`src/soc_pkg.sv`:
```
/*
 * Shared definitions for the peripheral subsystem: bus widths, the host
 * address union, slave select codes, register indices and IRQ bit positions
 */
`default_nettype none

package soc_pkg;

   localparam int ADDR_W = 16;
   localparam int DATA_W = 32;

   typedef logic [DATA_W-1:0] word_t;
   typedef logic [3:0]        reg_idx_t;

   // Slave select, upper nibble of the byte address
   typedef enum logic [3:0] {
      SEL_SYS = 4'd0,
      SEL_LED = 4'd1,
      SEL_BTN = 4'd2,
      SEL_PWM = 4'd3
   } slave_sel_e;

   typedef struct packed {
      slave_sel_e sel;
      logic [5:0] gap;
      reg_idx_t   idx;
      logic [1:0] off;
   } bus_addr_f_t;

   typedef union packed {
      logic [ADDR_W-1:0] raw;
      bus_addr_f_t       f;
   } bus_addr_u;

   // **************************************************
   // System controller registers
   localparam reg_idx_t SYS_MTIME    = 4'd0;
   localparam reg_idx_t SYS_MTIMECMP = 4'd1;
   localparam reg_idx_t SYS_SWIRQ    = 4'd2;
   localparam reg_idx_t SYS_IRQSTAT  = 4'd3;

   // GPIO registers
   localparam reg_idx_t GPIO_IN   = 4'd0;
   localparam reg_idx_t GPIO_OUT  = 4'd1;
   localparam reg_idx_t GPIO_OE   = 4'd2;
   localparam reg_idx_t GPIO_MASK = 4'd3;
   localparam reg_idx_t GPIO_PEND = 4'd4;

   // PWM registers
   localparam reg_idx_t PWM_CNT    = 4'd0;
   localparam reg_idx_t PWM_DUTY   = 4'd1;
   localparam reg_idx_t PWM_PERIOD = 4'd2;
   localparam reg_idx_t PWM_CTRL   = 4'd3;

   // **************************************************
   // Bit positions in SYS_IRQSTAT
   localparam int IRQ_LED   = 0;
   localparam int IRQ_BTN   = 1;
   localparam int IRQ_PWM   = 2;
   localparam int IRQ_TIMER = 3;

endpackage

`default_nettype wire
```
`src/periph_subsys.sv`:
```
/*
 * Peripheral subsystem top: address decoder, system controller,
 * LED/switch GPIO, push-button GPIO and PWM timer
 */
`timescale 1ns/100ps
`default_nettype none

module periph_subsys #(
   parameter int LED_WIDTH = 32,
   parameter int BTN_WIDTH = 5
) (
   input  wire                   clk,
   input  wire                   i_rst,
   // Host bus
   input  wire                   i_cyc,
   input  wire                   i_stb,
   input  wire                   i_we,
   input  wire soc_pkg::bus_addr_u i_adr,
   input  wire soc_pkg::word_t    i_dat,
   output logic                  o_ack,
   output logic                  o_err,
   output soc_pkg::word_t        o_rdt,
   // Pins
   input  wire [LED_WIDTH-1:0]   i_led_pins,
   input  wire [BTN_WIDTH-1:0]   i_btn_pins,
   output logic [LED_WIDTH-1:0]  o_led,
   output logic [LED_WIDTH-1:0]  o_led_oe,
   output logic [BTN_WIDTH-1:0]  o_btn,
   output logic [BTN_WIDTH-1:0]  o_btn_oe,
   output logic                  o_pwm,
   output logic                  o_timer_irq,
   output logic [1:0]            o_sw_irq
);

   logic              sys_stb;
   logic              led_stb;
   logic              btn_stb;
   logic              pwm_stb;
   logic              bus_we;
   soc_pkg::reg_idx_t bus_reg;
   soc_pkg::word_t    bus_wdat;
   logic              sys_ack;
   logic              led_ack;
   logic              btn_ack;
   logic              pwm_ack;
   soc_pkg::word_t    sys_rdt;
   soc_pkg::word_t    led_rdt;
   soc_pkg::word_t    btn_rdt;
   soc_pkg::word_t    pwm_rdt;
   logic              led_irq;
   logic              btn_irq;
   logic              pwm_irq;

   bus_decoder u_bus_decoder (
      .clk       (clk),
      .i_rst     (i_rst),
      .i_cyc     (i_cyc),
      .i_stb     (i_stb),
      .i_we      (i_we),
      .i_adr     (i_adr),
      .i_dat     (i_dat),
      .o_ack     (o_ack),
      .o_err     (o_err),
      .o_rdt     (o_rdt),
      .o_sys_stb (sys_stb),
      .o_led_stb (led_stb),
      .o_btn_stb (btn_stb),
      .o_pwm_stb (pwm_stb),
      .o_we      (bus_we),
      .o_reg     (bus_reg),
      .o_wdat    (bus_wdat),
      .i_sys_ack (sys_ack),
      .i_led_ack (led_ack),
      .i_btn_ack (btn_ack),
      .i_pwm_ack (pwm_ack),
      .i_sys_rdt (sys_rdt),
      .i_led_rdt (led_rdt),
      .i_btn_rdt (btn_rdt),
      .i_pwm_rdt (pwm_rdt)
   );

   sys_ctrl u_sys_ctrl (
      .clk         (clk),
      .i_rst       (i_rst),
      .i_stb       (sys_stb),
      .i_we        (bus_we),
      .i_reg       (bus_reg),
      .i_wdat      (bus_wdat),
      .i_led_irq   (led_irq),
      .i_btn_irq   (btn_irq),
      .i_pwm_irq   (pwm_irq),
      .o_ack       (sys_ack),
      .o_rdt       (sys_rdt),
      .o_timer_irq (o_timer_irq),
      .o_sw_irq    (o_sw_irq)
   );

   // LEDs and switches
   gpio_port #(.WIDTH(LED_WIDTH)) u_gpio_led (
      .clk       (clk),
      .i_rst     (i_rst),
      .i_stb     (led_stb),
      .i_we      (bus_we),
      .i_reg     (bus_reg),
      .i_wdat    (bus_wdat),
      .i_pins    (i_led_pins),
      .o_ack     (led_ack),
      .o_rdt     (led_rdt),
      .o_gpio    (o_led),
      .o_gpio_oe (o_led_oe),
      .o_irq     (led_irq)
   );

   // Push buttons
   gpio_port #(.WIDTH(BTN_WIDTH)) u_gpio_btn (
      .clk       (clk),
      .i_rst     (i_rst),
      .i_stb     (btn_stb),
      .i_we      (bus_we),
      .i_reg     (bus_reg),
      .i_wdat    (bus_wdat),
      .i_pins    (i_btn_pins),
      .o_ack     (btn_ack),
      .o_rdt     (btn_rdt),
      .o_gpio    (o_btn),
      .o_gpio_oe (o_btn_oe),
      .o_irq     (btn_irq)
   );

   pwm_timer u_pwm_timer (
      .clk    (clk),
      .i_rst  (i_rst),
      .i_stb  (pwm_stb),
      .i_we   (bus_we),
      .i_reg  (bus_reg),
      .i_wdat (bus_wdat),
      .o_ack  (pwm_ack),
      .o_rdt  (pwm_rdt),
      .o_pwm  (o_pwm),
      .o_irq  (pwm_irq)
   );

endmodule

`default_nettype wire

```
`src/pwm_timer.sv`:
```
/*
 * PWM timer: period and duty registers, free-running
 * counter and a wrap interrupt with write-1 clear
 */
`timescale 1ns/100ps
`default_nettype none

module pwm_timer (
   input  wire                   clk,
   input  wire                   i_rst,
   input  wire                   i_stb,
   input  wire                   i_we,
   input  wire soc_pkg::reg_idx_t i_reg,
   input  wire soc_pkg::word_t    i_wdat,
   output logic                  o_ack,
   output soc_pkg::word_t        o_rdt,
   output logic                  o_pwm,
   output logic                  o_irq
);

   soc_pkg::word_t cnt;
   soc_pkg::word_t duty;
   soc_pkg::word_t period;
   logic           en;
   logic           ie;
   logic           pend;
   logic           acc;
   logic           wr;
   logic           wr_period;
   logic           wr_ctrl;
   logic           run;
   logic           wrap;

   assign acc       = i_stb & ~o_ack;
   assign wr        = acc & i_we;
   assign wr_period = wr & (i_reg == soc_pkg::PWM_PERIOD);
   assign wr_ctrl   = wr & (i_reg == soc_pkg::PWM_CTRL);

   always_ff @(posedge clk) begin
      if (i_rst) begin
         o_ack <= 1'b0;
      end else begin
         o_ack <= acc;
      end
   end

   // **************************************************
   // Counter
   assign run  = en & (period != '0);
   assign wrap = run & (cnt == period - 1'b1);

   // A new period restarts the count so it never sits above the limit
   always_ff @(posedge clk) begin
      if (i_rst) begin
         cnt <= '0;
      end else if (!run || wr_period || wrap) begin
         cnt <= '0;
      end else begin
         cnt <= cnt + 1'b1;
      end
   end

   always_ff @(posedge clk) begin
      if (i_rst) begin
         duty   <= '0;
         period <= '0;
         en     <= 1'b0;
         ie     <= 1'b0;
         pend   <= 1'b0;
      end else begin
         if (wr && i_reg == soc_pkg::PWM_DUTY) begin
            duty <= i_wdat;
         end
         if (wr_period) begin
            period <= i_wdat;
         end
         if (wr_ctrl) begin
            en <= i_wdat[0];
            ie <= i_wdat[1];
         end
         // Set wins over a simultaneous clear
         pend <= (pend & ~(wr_ctrl & i_wdat[2])) | wrap;
      end
   end

   assign o_pwm = en & (cnt < duty);
   assign o_irq = pend & ie;

   always_ff @(posedge clk) begin
      if (acc && !i_we) begin
         case (i_reg)
            soc_pkg::PWM_CNT:    o_rdt <= cnt;
            soc_pkg::PWM_DUTY:   o_rdt <= duty;
            soc_pkg::PWM_PERIOD: o_rdt <= period;
            soc_pkg::PWM_CTRL:   o_rdt <= soc_pkg::word_t'({pend, ie, en});
            default:             o_rdt <= '0;
         endcase
      end
   end

   a_cnt_in_range : assert property (@(posedge clk) disable iff (i_rst)
      run |-> (cnt < period));

endmodule

`default_nettype wire

```
`src/gpio_port.sv`:
```
/*
 * GPIO block: output data, output enable, two-flop input
 * synchronizer and masked rising-edge interrupt
 */
`timescale 1ns/100ps
`default_nettype none

module gpio_port #(
   parameter int WIDTH = 32
) (
   input  wire                   clk,
   input  wire                   i_rst,
   input  wire                   i_stb,
   input  wire                   i_we,
   input  wire soc_pkg::reg_idx_t i_reg,
   input  wire soc_pkg::word_t    i_wdat,
   input  wire [WIDTH-1:0]       i_pins,
   output logic                  o_ack,
   output soc_pkg::word_t        o_rdt,
   output logic [WIDTH-1:0]      o_gpio,
   output logic [WIDTH-1:0]      o_gpio_oe,
   output logic                  o_irq
);

   logic             acc;
   logic             wr;
   logic [WIDTH-1:0] sync1;
   logic [WIDTH-1:0] sync2;
   logic [WIDTH-1:0] prev;
   logic [WIDTH-1:0] rise;
   logic [WIDTH-1:0] mask;
   logic [WIDTH-1:0] mask_next;
   logic [WIDTH-1:0] pend;
   logic [WIDTH-1:0] pend_next;

   assign acc = i_stb & ~o_ack;
   assign wr  = acc & i_we;

   always_ff @(posedge clk) begin
      if (i_rst) begin
         o_ack <= 1'b0;
      end else begin
         o_ack <= acc;
      end
   end

   // **************************************************
   // Input synchronizer and edge detect
   always_ff @(posedge clk) begin
      if (i_rst) begin
         sync1 <= '0;
         sync2 <= '0;
         prev  <= '0;
      end else begin
         sync1 <= i_pins;
         sync2 <= sync1;
         prev  <= sync2;
      end
   end

   assign rise = sync2 & ~prev;

   // Pending bits only live under the mask, also when the mask shrinks
   always_comb begin
      mask_next = mask;
      if (wr && i_reg == soc_pkg::GPIO_MASK) begin
         mask_next = i_wdat[WIDTH-1:0];
      end
      pend_next = pend;
      if (wr && i_reg == soc_pkg::GPIO_PEND) begin
         pend_next = pend_next & ~i_wdat[WIDTH-1:0];
      end
      pend_next = (pend_next | (rise & mask)) & mask_next;
   end

   always_ff @(posedge clk) begin
      if (i_rst) begin
         o_gpio    <= '0;
         o_gpio_oe <= '0;
         mask      <= '0;
         pend      <= '0;
      end else begin
         mask <= mask_next;
         pend <= pend_next;
         if (wr && i_reg == soc_pkg::GPIO_OUT) begin
            o_gpio <= i_wdat[WIDTH-1:0];
         end
         if (wr && i_reg == soc_pkg::GPIO_OE) begin
            o_gpio_oe <= i_wdat[WIDTH-1:0];
         end
      end
   end

   assign o_irq = |pend;

   always_ff @(posedge clk) begin
      if (acc && !i_we) begin
         case (i_reg)
            soc_pkg::GPIO_IN:   o_rdt <= soc_pkg::word_t'(sync2);
            soc_pkg::GPIO_OUT:  o_rdt <= soc_pkg::word_t'(o_gpio);
            soc_pkg::GPIO_OE:   o_rdt <= soc_pkg::word_t'(o_gpio_oe);
            soc_pkg::GPIO_MASK: o_rdt <= soc_pkg::word_t'(mask);
            soc_pkg::GPIO_PEND: o_rdt <= soc_pkg::word_t'(pend);
            default:            o_rdt <= '0;
         endcase
      end
   end

   a_pend_masked : assert property (@(posedge clk) disable iff (i_rst)
      (pend & ~mask) == '0);

endmodule

`default_nettype wire

```
`src/sys_ctrl.sv`:
```
/*
 * System controller: machine timer with compare,
 * software interrupt bits and interrupt status
 */
`timescale 1ns/100ps
`default_nettype none

module sys_ctrl (
   input  wire                   clk,
   input  wire                   i_rst,
   input  wire                   i_stb,
   input  wire                   i_we,
   input  wire soc_pkg::reg_idx_t i_reg,
   input  wire soc_pkg::word_t    i_wdat,
   input  wire                   i_led_irq,
   input  wire                   i_btn_irq,
   input  wire                   i_pwm_irq,
   output logic                  o_ack,
   output soc_pkg::word_t        o_rdt,
   output logic                  o_timer_irq,
   output logic [1:0]            o_sw_irq
);

   soc_pkg::word_t mtime;
   soc_pkg::word_t mtimecmp;
   logic           acc;
   logic           wr;
   logic [3:0]     irq_stat;

   assign acc = i_stb & ~o_ack;
   assign wr  = acc & i_we;

   always_ff @(posedge clk) begin
      if (i_rst) begin
         o_ack <= 1'b0;
      end else begin
         o_ack <= acc;
      end
   end

   // **************************************************
   // Machine timer
   always_ff @(posedge clk) begin
      if (i_rst) begin
         mtime <= '0;
      end else begin
         mtime <= mtime + 1'b1;
      end
   end

   always_ff @(posedge clk) begin
      if (i_rst) begin
         mtimecmp <= '1;
         o_sw_irq <= 2'b00;
      end else if (wr) begin
         case (i_reg)
            soc_pkg::SYS_MTIMECMP: mtimecmp <= i_wdat;
            soc_pkg::SYS_SWIRQ:    o_sw_irq <= i_wdat[1:0];
            default: ;
         endcase
      end
   end

   assign o_timer_irq = (mtime >= mtimecmp);

   always_comb begin
      irq_stat                     = 4'b0000;
      irq_stat[soc_pkg::IRQ_LED]   = i_led_irq;
      irq_stat[soc_pkg::IRQ_BTN]   = i_btn_irq;
      irq_stat[soc_pkg::IRQ_PWM]   = i_pwm_irq;
      irq_stat[soc_pkg::IRQ_TIMER] = o_timer_irq;
   end

   // **************************************************
   // Read back
   always_ff @(posedge clk) begin
      if (acc && !i_we) begin
         case (i_reg)
            soc_pkg::SYS_MTIME:    o_rdt <= mtime;
            soc_pkg::SYS_MTIMECMP: o_rdt <= mtimecmp;
            soc_pkg::SYS_SWIRQ:    o_rdt <= soc_pkg::word_t'(o_sw_irq);
            soc_pkg::SYS_IRQSTAT:  o_rdt <= soc_pkg::word_t'(irq_stat);
            default:               o_rdt <= '0;
         endcase
      end
   end

endmodule

`default_nettype wire

```
`src/bus_decoder.sv`:
```
/*
 * Host bus address decoder: slave strobes, ack merge,
 * read data mux and error response for unmapped addresses
 */
`timescale 1ns/100ps
`default_nettype none

module bus_decoder (
   input  wire                clk,
   input  wire                i_rst,
   // Host side
   input  wire                i_cyc,
   input  wire                i_stb,
   input  wire                i_we,
   input  wire soc_pkg::bus_addr_u i_adr,
   input  wire soc_pkg::word_t     i_dat,
   output logic               o_ack,
   output logic               o_err,
   output soc_pkg::word_t     o_rdt,
   // Slave side
   output logic               o_sys_stb,
   output logic               o_led_stb,
   output logic               o_btn_stb,
   output logic               o_pwm_stb,
   output logic               o_we,
   output soc_pkg::reg_idx_t  o_reg,
   output soc_pkg::word_t     o_wdat,
   input  wire                i_sys_ack,
   input  wire                i_led_ack,
   input  wire                i_btn_ack,
   input  wire                i_pwm_ack,
   input  wire soc_pkg::word_t     i_sys_rdt,
   input  wire soc_pkg::word_t     i_led_rdt,
   input  wire soc_pkg::word_t     i_btn_rdt,
   input  wire soc_pkg::word_t     i_pwm_rdt
);

   logic                req;
   logic                unmapped;
   soc_pkg::slave_sel_e sel_q;

   assign req = i_cyc & i_stb;

   always_comb begin
      o_sys_stb = 1'b0;
      o_led_stb = 1'b0;
      o_btn_stb = 1'b0;
      o_pwm_stb = 1'b0;
      unmapped  = 1'b0;
      case (i_adr.f.sel)
         soc_pkg::SEL_SYS: o_sys_stb = req;
         soc_pkg::SEL_LED: o_led_stb = req;
         soc_pkg::SEL_BTN: o_btn_stb = req;
         soc_pkg::SEL_PWM: o_pwm_stb = req;
         default:          unmapped  = 1'b1;
      endcase
   end

   assign o_we   = i_we;
   assign o_reg  = i_adr.f.idx;
   assign o_wdat = i_dat;

   // Error answered by the decoder itself, same timing as a slave ack
   always_ff @(posedge clk) begin
      if (i_rst) begin
         o_err <= 1'b0;
      end else begin
         o_err <= req & unmapped & ~o_err;
      end
   end

   // Select of the access in flight, steers the read mux in the ack cycle
   always_ff @(posedge clk) begin
      if (req) begin
         sel_q <= i_adr.f.sel;
      end
   end

   assign o_ack = i_sys_ack | i_led_ack | i_btn_ack | i_pwm_ack;

   always_comb begin
      case (sel_q)
         soc_pkg::SEL_SYS: o_rdt = i_sys_rdt;
         soc_pkg::SEL_LED: o_rdt = i_led_rdt;
         soc_pkg::SEL_BTN: o_rdt = i_btn_rdt;
         soc_pkg::SEL_PWM: o_rdt = i_pwm_rdt;
         default:          o_rdt = '0;
      endcase
   end

   a_ack_err_excl : assert property (@(posedge clk) disable iff (i_rst)
      !(o_ack && o_err));

endmodule

`default_nettype wire

```
`config.mk`:
```
export PLATFORM = sky130hd
export DESIGN_NAME = periph_subsys
export DESIGN_NICKNAME = d
export VERILOG_FILES = /design/src/soc_pkg.sv /design/src/periph_subsys.sv /design/src/pwm_timer.sv /design/src/gpio_port.sv /design/src/sys_ctrl.sv /design/src/bus_decoder.sv
export SDC_FILE = /design/constraint.sdc
export NUM_CORES = 1
export LEC_CHECK = 0
export ABC_AREA = 0
export BUFFER_PORTS_ARGS = -buffer_cell sky130_fd_sc_hd__buf_2
export CORE_MARGIN = 4
export CORE_UTILIZATION = 42
export DETAILED_ROUTE_END_ITERATION = 8
export GPL_ROUTABILITY_DRIVEN = 0
export MAX_ROUTING_LAYER = met4
export PLACE_DENSITY = 0.59
export SKIP_CTS_REPAIR_TIMING = 1
export SYNTH_ARGS = -nofsm -noshare
export SYNTH_HDL_FRONTEND = slang
export SYNTH_SLANG_ARGS = --single-unit
```
`constraint.sdc`:
```
create_clock -name clk -period 4 [get_ports clk]
set_input_delay 0.4 -clock clk [delete_from_list [all_inputs] [get_ports clk]]
set_output_delay 0.4 -clock clk [all_outputs]
set_load 0.05 [all_outputs]
```
* Yosys cells after proc, flatten, opt, wreduce, memory -nomap -nowiden *
Index checks and enable logic that the tools add are counted.

word-level totals
  word-level logic and storage cells = 133
  bits in registers = 561
  output and inout bits = 112
  input port bits = 90

cells by class
  bitwise gates (word level) = 43
  reduce and logical (&&, ||, !) cells = 27
  add/sub/neg operators = 3
  equality and inequality tests = 11
  magnitude comparators = 2
  mux-type cells = 14

operator list
  cell                                                  number
  one-hot mux 32 bit (4 select lines)                   3
  one-hot mux 32 bit (5 select lines)                   1
  bitwise AND 32 bit                                    4
  adder 32 x 1 -> 32 bit (second input constant)        2
  two-way mux 32 bit                                    2
  inverter 32 bit                                       2
  equality test 32 bit                                  1
  >= comparator 32 bit                                  1
  < comparator 32 bit                                   1
  OR 32 bit                                             1
  nonzero test 32 bit                                   1
  OR reduction 32 bit                                   1
  subtractor 32 x 1 -> 32 bit (second input constant)   1
  one-hot mux 5 bit (5 select lines)                    1
  equality test 4 x 2 -> 1 bit (second input constant)  6
  bitwise AND 5 bit                                     4
  bitwise AND 1 bit                                     19
  logical AND 1 bit                                     13
  equality test 4 x 1 -> 1 bit (second input constant)  3
  zero test 4 bit                                       3
  two-way mux 5 bit                                     2
  inverter 5 bit                                        2
  inverter 1 bit                                        6
  two-way mux 1 bit                                     5
  other kinds (9)                                       15

* Logic depth before layout (Yosys ltp) *
  word-level depth = 9
  mapped depth = 12
  mapped depth without buffers = 10

* By module *
From an unflattened synthesis, not the netlist that was laid out.

second synthesis, totals
  cells, all modules = 2736
  area total of the unflattened synthesis = 25323.0 sq um

by module, submodules not included
  module                   cells each  instances  seq. area each (sq um)  area an instance (sq um)
  gpio_port at u_gpio_led  980         1          5465.2                  9614.2
  pwm_timer                917         1          2962.8                  7628.6
  sys_ctrl                 476         1          2302.2                  4755.8
  gpio_port at u_gpio_btn  199         1          870.8                   1884.3
  bus_decoder              164         1          140.1                   1440.1

* Worst setup path before layout *
OpenSTA, ideal clock, no wires.

  path kind = reg-to-output
  from = register u_pwm_timer.duty[13]
  to = output port o_pwm
  required time = 3.600 ns
  cell stages (with the launch flop) = 9
  path buffers = 0
  path slack = 0.545 ns
  arrival time = 3.055 ns
  path through = dfxtp_1 > inv_1 > ha_1 > a21o_1 > a21o_1 > a221oi_1 > o221ai_1 > o21ai_0 > nor4bb_1

on the way
  word-level cells in the longest chain between the ends = 2

RTL lines
  what                    line                 RTL
  from (decl)             pwm_timer.sv:22      soc_pkg::word_t duty;
  from (signal assigned)  pwm_timer.sv:72      duty <= i_wdat;
  < comparator 32 bit     pwm_timer.sv:86      assign o_pwm = en & (cnt < duty);
  bitwise AND 1 bit       pwm_timer.sv:86
  to (decl)               periph_subsys.sv:30  output logic o_pwm,

No other way between the ends.

* Worst setup path in the final report *
  from = register u_pwm_timer.cnt[13]
  to = output port o_pwm

on the way
  word-level cells in the longest chain between the ends = 2

RTL lines
  what                    line             RTL
  from (decl)             pwm_timer.sv:21  soc_pkg::word_t cnt;
  from (signal assigned)  pwm_timer.sv:59  cnt <= cnt + 1'b1;
  < comparator 32 bit     pwm_timer.sv:86
  bitwise AND 1 bit       pwm_timer.sv:86

No other way between the ends.

==> results by group <==
CTS
  – # clock sinks: 534
  – CTS tree: yes
  – Insertion delay to the later sink of the worst-skew pair: 0.63 ns
  – Worst-case clock buffer depth: 3
  – Clock slew at the register clock pins of the worst setup and hold paths: 0.06 ns
  – CTS root buf: clkbuf_16
  – H-tree levels: 2
  – Inserted Clock Buffers: 57

Worst setup path
  – Max incr delay on CP: 0.45 ns
  – Reg2Reg Setup Slack: 0.52 ns
  – Top Family by Delay on Critical Path: compound AO/OA/AOI/OAI gates
  – Worst R2R Path Depth: 11
  – Worst setup EP type: output port
  – Reg2reg end: u_pwm_timer.cnt[31]
  – Slowest-stage cell, CP: dfxtp_1
  – CP cell instances: ha_1 -> a21o_1 -> a21o_1 -> a221oi_1 -> o221ai_1 -> o21ai_0 -> nor4bb_1 -> buf_2
  – Reg2reg start: u_pwm_timer.period[0]
  – Most frequent CP cell: a21o_1
  – CP max FO: 5
  – Critical Path AT: 3.40 ns
  – Critical path type: flop to output port
  – WP buf/inv: 1
  – Crit path required time: 3.60 ns
  – Startpoint types: flop

Cells and area
  – Nets: 2,917
  – Final core utilization: 49.0%
  – Most frequent cells in the layout: 429 x dfxtp_1, 406 x nand2_1, 278 x nor2_1
  – P&R area growth vs syn: 15.9%
  – Share of cells above drive strength 1: 16.1%
  – Commonest non-fill, non-tap cell in the layout: dfxtp_1

Floorplan
  – Num rows: 88
  – Core ar.: 57,600 um2
  – Horiz. Die Dim: 249 um
  – Initial core utilization: 42.3%
  – Die extent in y: 249 um
  – Num ports: 202
  – DIE AREA: 61,900 um2

Place
  – HPWL Detailed: 51,700 um
  – Pre-CTS setup slack: 0.554 ns
  – Port bufs: 193

Synthesis
  – #FFs+latches synth: 534
  – Post-synth EDFFs: 105
  – Synthesized area per cell: 9.29 um2
  – Synthesized Nets: 2,779
  – Library cells used by synthesis: 72
  – YS warnings: 0
  – Post-synthesis async set-or-reset flop share: 0%
  – Post-synth top flop: dfxtp_1
  – Seq/Total Area, Yosys: 48.2%
  – Synth Instances: 2,623
  – Synth Cell Area: 24,400 um2

Global routing
  – Largest net degree at the start of global routing: 198
  – Initial antenna violation count: 5
  – First-pass GRT wire length: 112,000 um
  – Global Route Usage Sum: 23.4%
  – Grt ovf: 0
  – Vias in the first global route: 18,900

Timing
  – RSZ-0062 raised after global routing: false
  – Setup violations, final: 0
  – Normalized max-slew margin: 37.3%
  – Slew Viols, Final: 0
  – Setup TNS: 0 ns
  – Tightest hold margin: -0.0245 ns
  – Final hold vios: 9
  – Fmax: 263 MHz
  – Worst-margin pin slew: 0.917 ns
  – Clock Skews: 0.0230 ns
  – Post-route clock period utilization: 95.0%
  – Period minus WS final: 3.80 ns
  – Setup WS post-layout: 0.199 ns

Detailed routing
  – Drt wl/cell: 20.5 um
  – First-pass DRT Iterations: 5
  – DRT antenna net count: 0
  – Total wire length: 73,400 um
  – Post-route DRC: 0
  – Iteration-0 DRC Markers: 1,726
  – Vias per cell: 5.53
  – Via count: 19,800

Run status
  – Status: complete, but fails checks
  – Failing checks: hold timing

Power and ir drop
  – Total power: 11.7 mW
  – Max rail drop VDD: 0.000368 V
  – Power per Cell Area: 416 nW/um2
  – Cell leakage power: 11.0 nW

Min path
  – Worst Hold Endpoint: u_gpio_led.sync1[28]
  – HP Start: i_led_pins[28]
  – Hold Crit Class: input port to flop
  – Worst hold path stage count: 2

Job
  – Max Cap Violations: 0
where the power goes:
part           switching [mW]  total (mW)  internal (mW)  leakage [nW]
Clock                    2.28        5.62           3.34          1.01
Sequential             0.0293        5.55           5.52          4.46
Combinational           0.387       0.568          0.180          5.56
Total                    2.70        11.7           9.05          11.0
per-layer routing:
layer  wire length [um]  up-vias  global-route usage (%)
met3               4980      100                    3.77
met1              33200     9635                    32.3
li1                   -     9351                       -
met5                  0        -                       -
met2              33600      685                    36.3
met4               1620        0                    5.50
flip-flops by register name, indices dropped and copies added (netlist names), 32 cells and up:
name                  count
u_pwm_timer.duty         32
u_gpio_led.sync1         32
u_pwm_timer.period       32
u_gpio_led.sync2         32
u_gpio_led.o_gpio        32
u_pwm_timer.cnt          32
u_gpio_led.mask          32
u_pwm_timer.o_rdt        32
u_gpio_led.o_rdt         32
u_gpio_led.o_gpio_oe     32
u_sys_ctrl.mtimecmp      32
u_gpio_led.prev          32
u_sys_ctrl.mtime         32
u_gpio_led.pend          32
u_sys_ctrl.o_rdt         32
through the flow:
step	hold WS, ns	instance area, um2	cells
floorplan	0.414	24400	2623
global placement	0.421	26000	3443
detailed placement	0.422	26000	3443
CTS	-0.0579	28000	3549
global route	0.000112	28200	3576
finish	-0.0245	28200	3576
worst max path at each step:
stage          slack [ns]                  end             startpoint  depth (start not counted)
2_1_floorplan        0.55                o_pwm   u_pwm_timer.duty[13]                          8
3_3_place_gp         0.62  u_pwm_timer.cnt[31]  u_pwm_timer.period[0]                         11
3_5_place_dp         0.55  u_pwm_timer.cnt[31]  u_pwm_timer.period[0]                         11
4_1_cts              0.22                o_pwm    u_pwm_timer.cnt[13]                          8
5_1_grt              0.09                o_pwm    u_pwm_timer.cnt[13]                          8
6_report             0.20                o_pwm    u_pwm_timer.cnt[13]                          8
Yosys cell counts (30+ instances only):
cell / number / area share, %
dfxtp_1: 429 / 35
nand2_1: 406 / 6.3
nor2_1: 287 / 4.4
a21oi_1: 218 / 4.5
clkbuf_1: 152 / 2.3
nor2b_1: 127 / 3.3
edfxtp_1: 105 / 13
mux2i_1: 85 / 3.5
inv_1: 84 / 1.3
ha_1: 66 / 3.4
nor3_1: 59 / 1.2
xor2_1: 53 / 1.9
o21ai_0: 51 / 1.0
mux4_2: 45 / 4.2
nand3_1: 44 / 0.90
xnor2_1: 41 / 1.5
a22o_1: 37 / 1.3
a211o_1: 34 / 1.2
nand4_1: 30 / 0.77
cell type report:
cell class / instances / area (um2)
multi-input cells: 1830 / 11700
clock inverters: 30 / 359
clock buffers: 76 / 1670
diodes: 3 / 7.51
inverters: 84 / 315
repair buffers: 254 / 1520
well taps: 765 / 957
fillers: 5341 / 29300
flip-flops and latches: 534 / 11700
cells by family after synthesis:
group                    count (synthesis)  share of synthesized area, %
AND/OR/NAND/NOR                       1081                          21.0
AO/OA/AOI/OAI                          432                          11.0
flip-flops                             534                          48.2
multiplexers                           157                          8.90
XOR/XNOR                                94                          3.38
buffers and inverters                  259                          4.13
adder cells (fa/ha/maj)                 66                          3.39
Note: power is estimated with default switching activity, not from simulation.
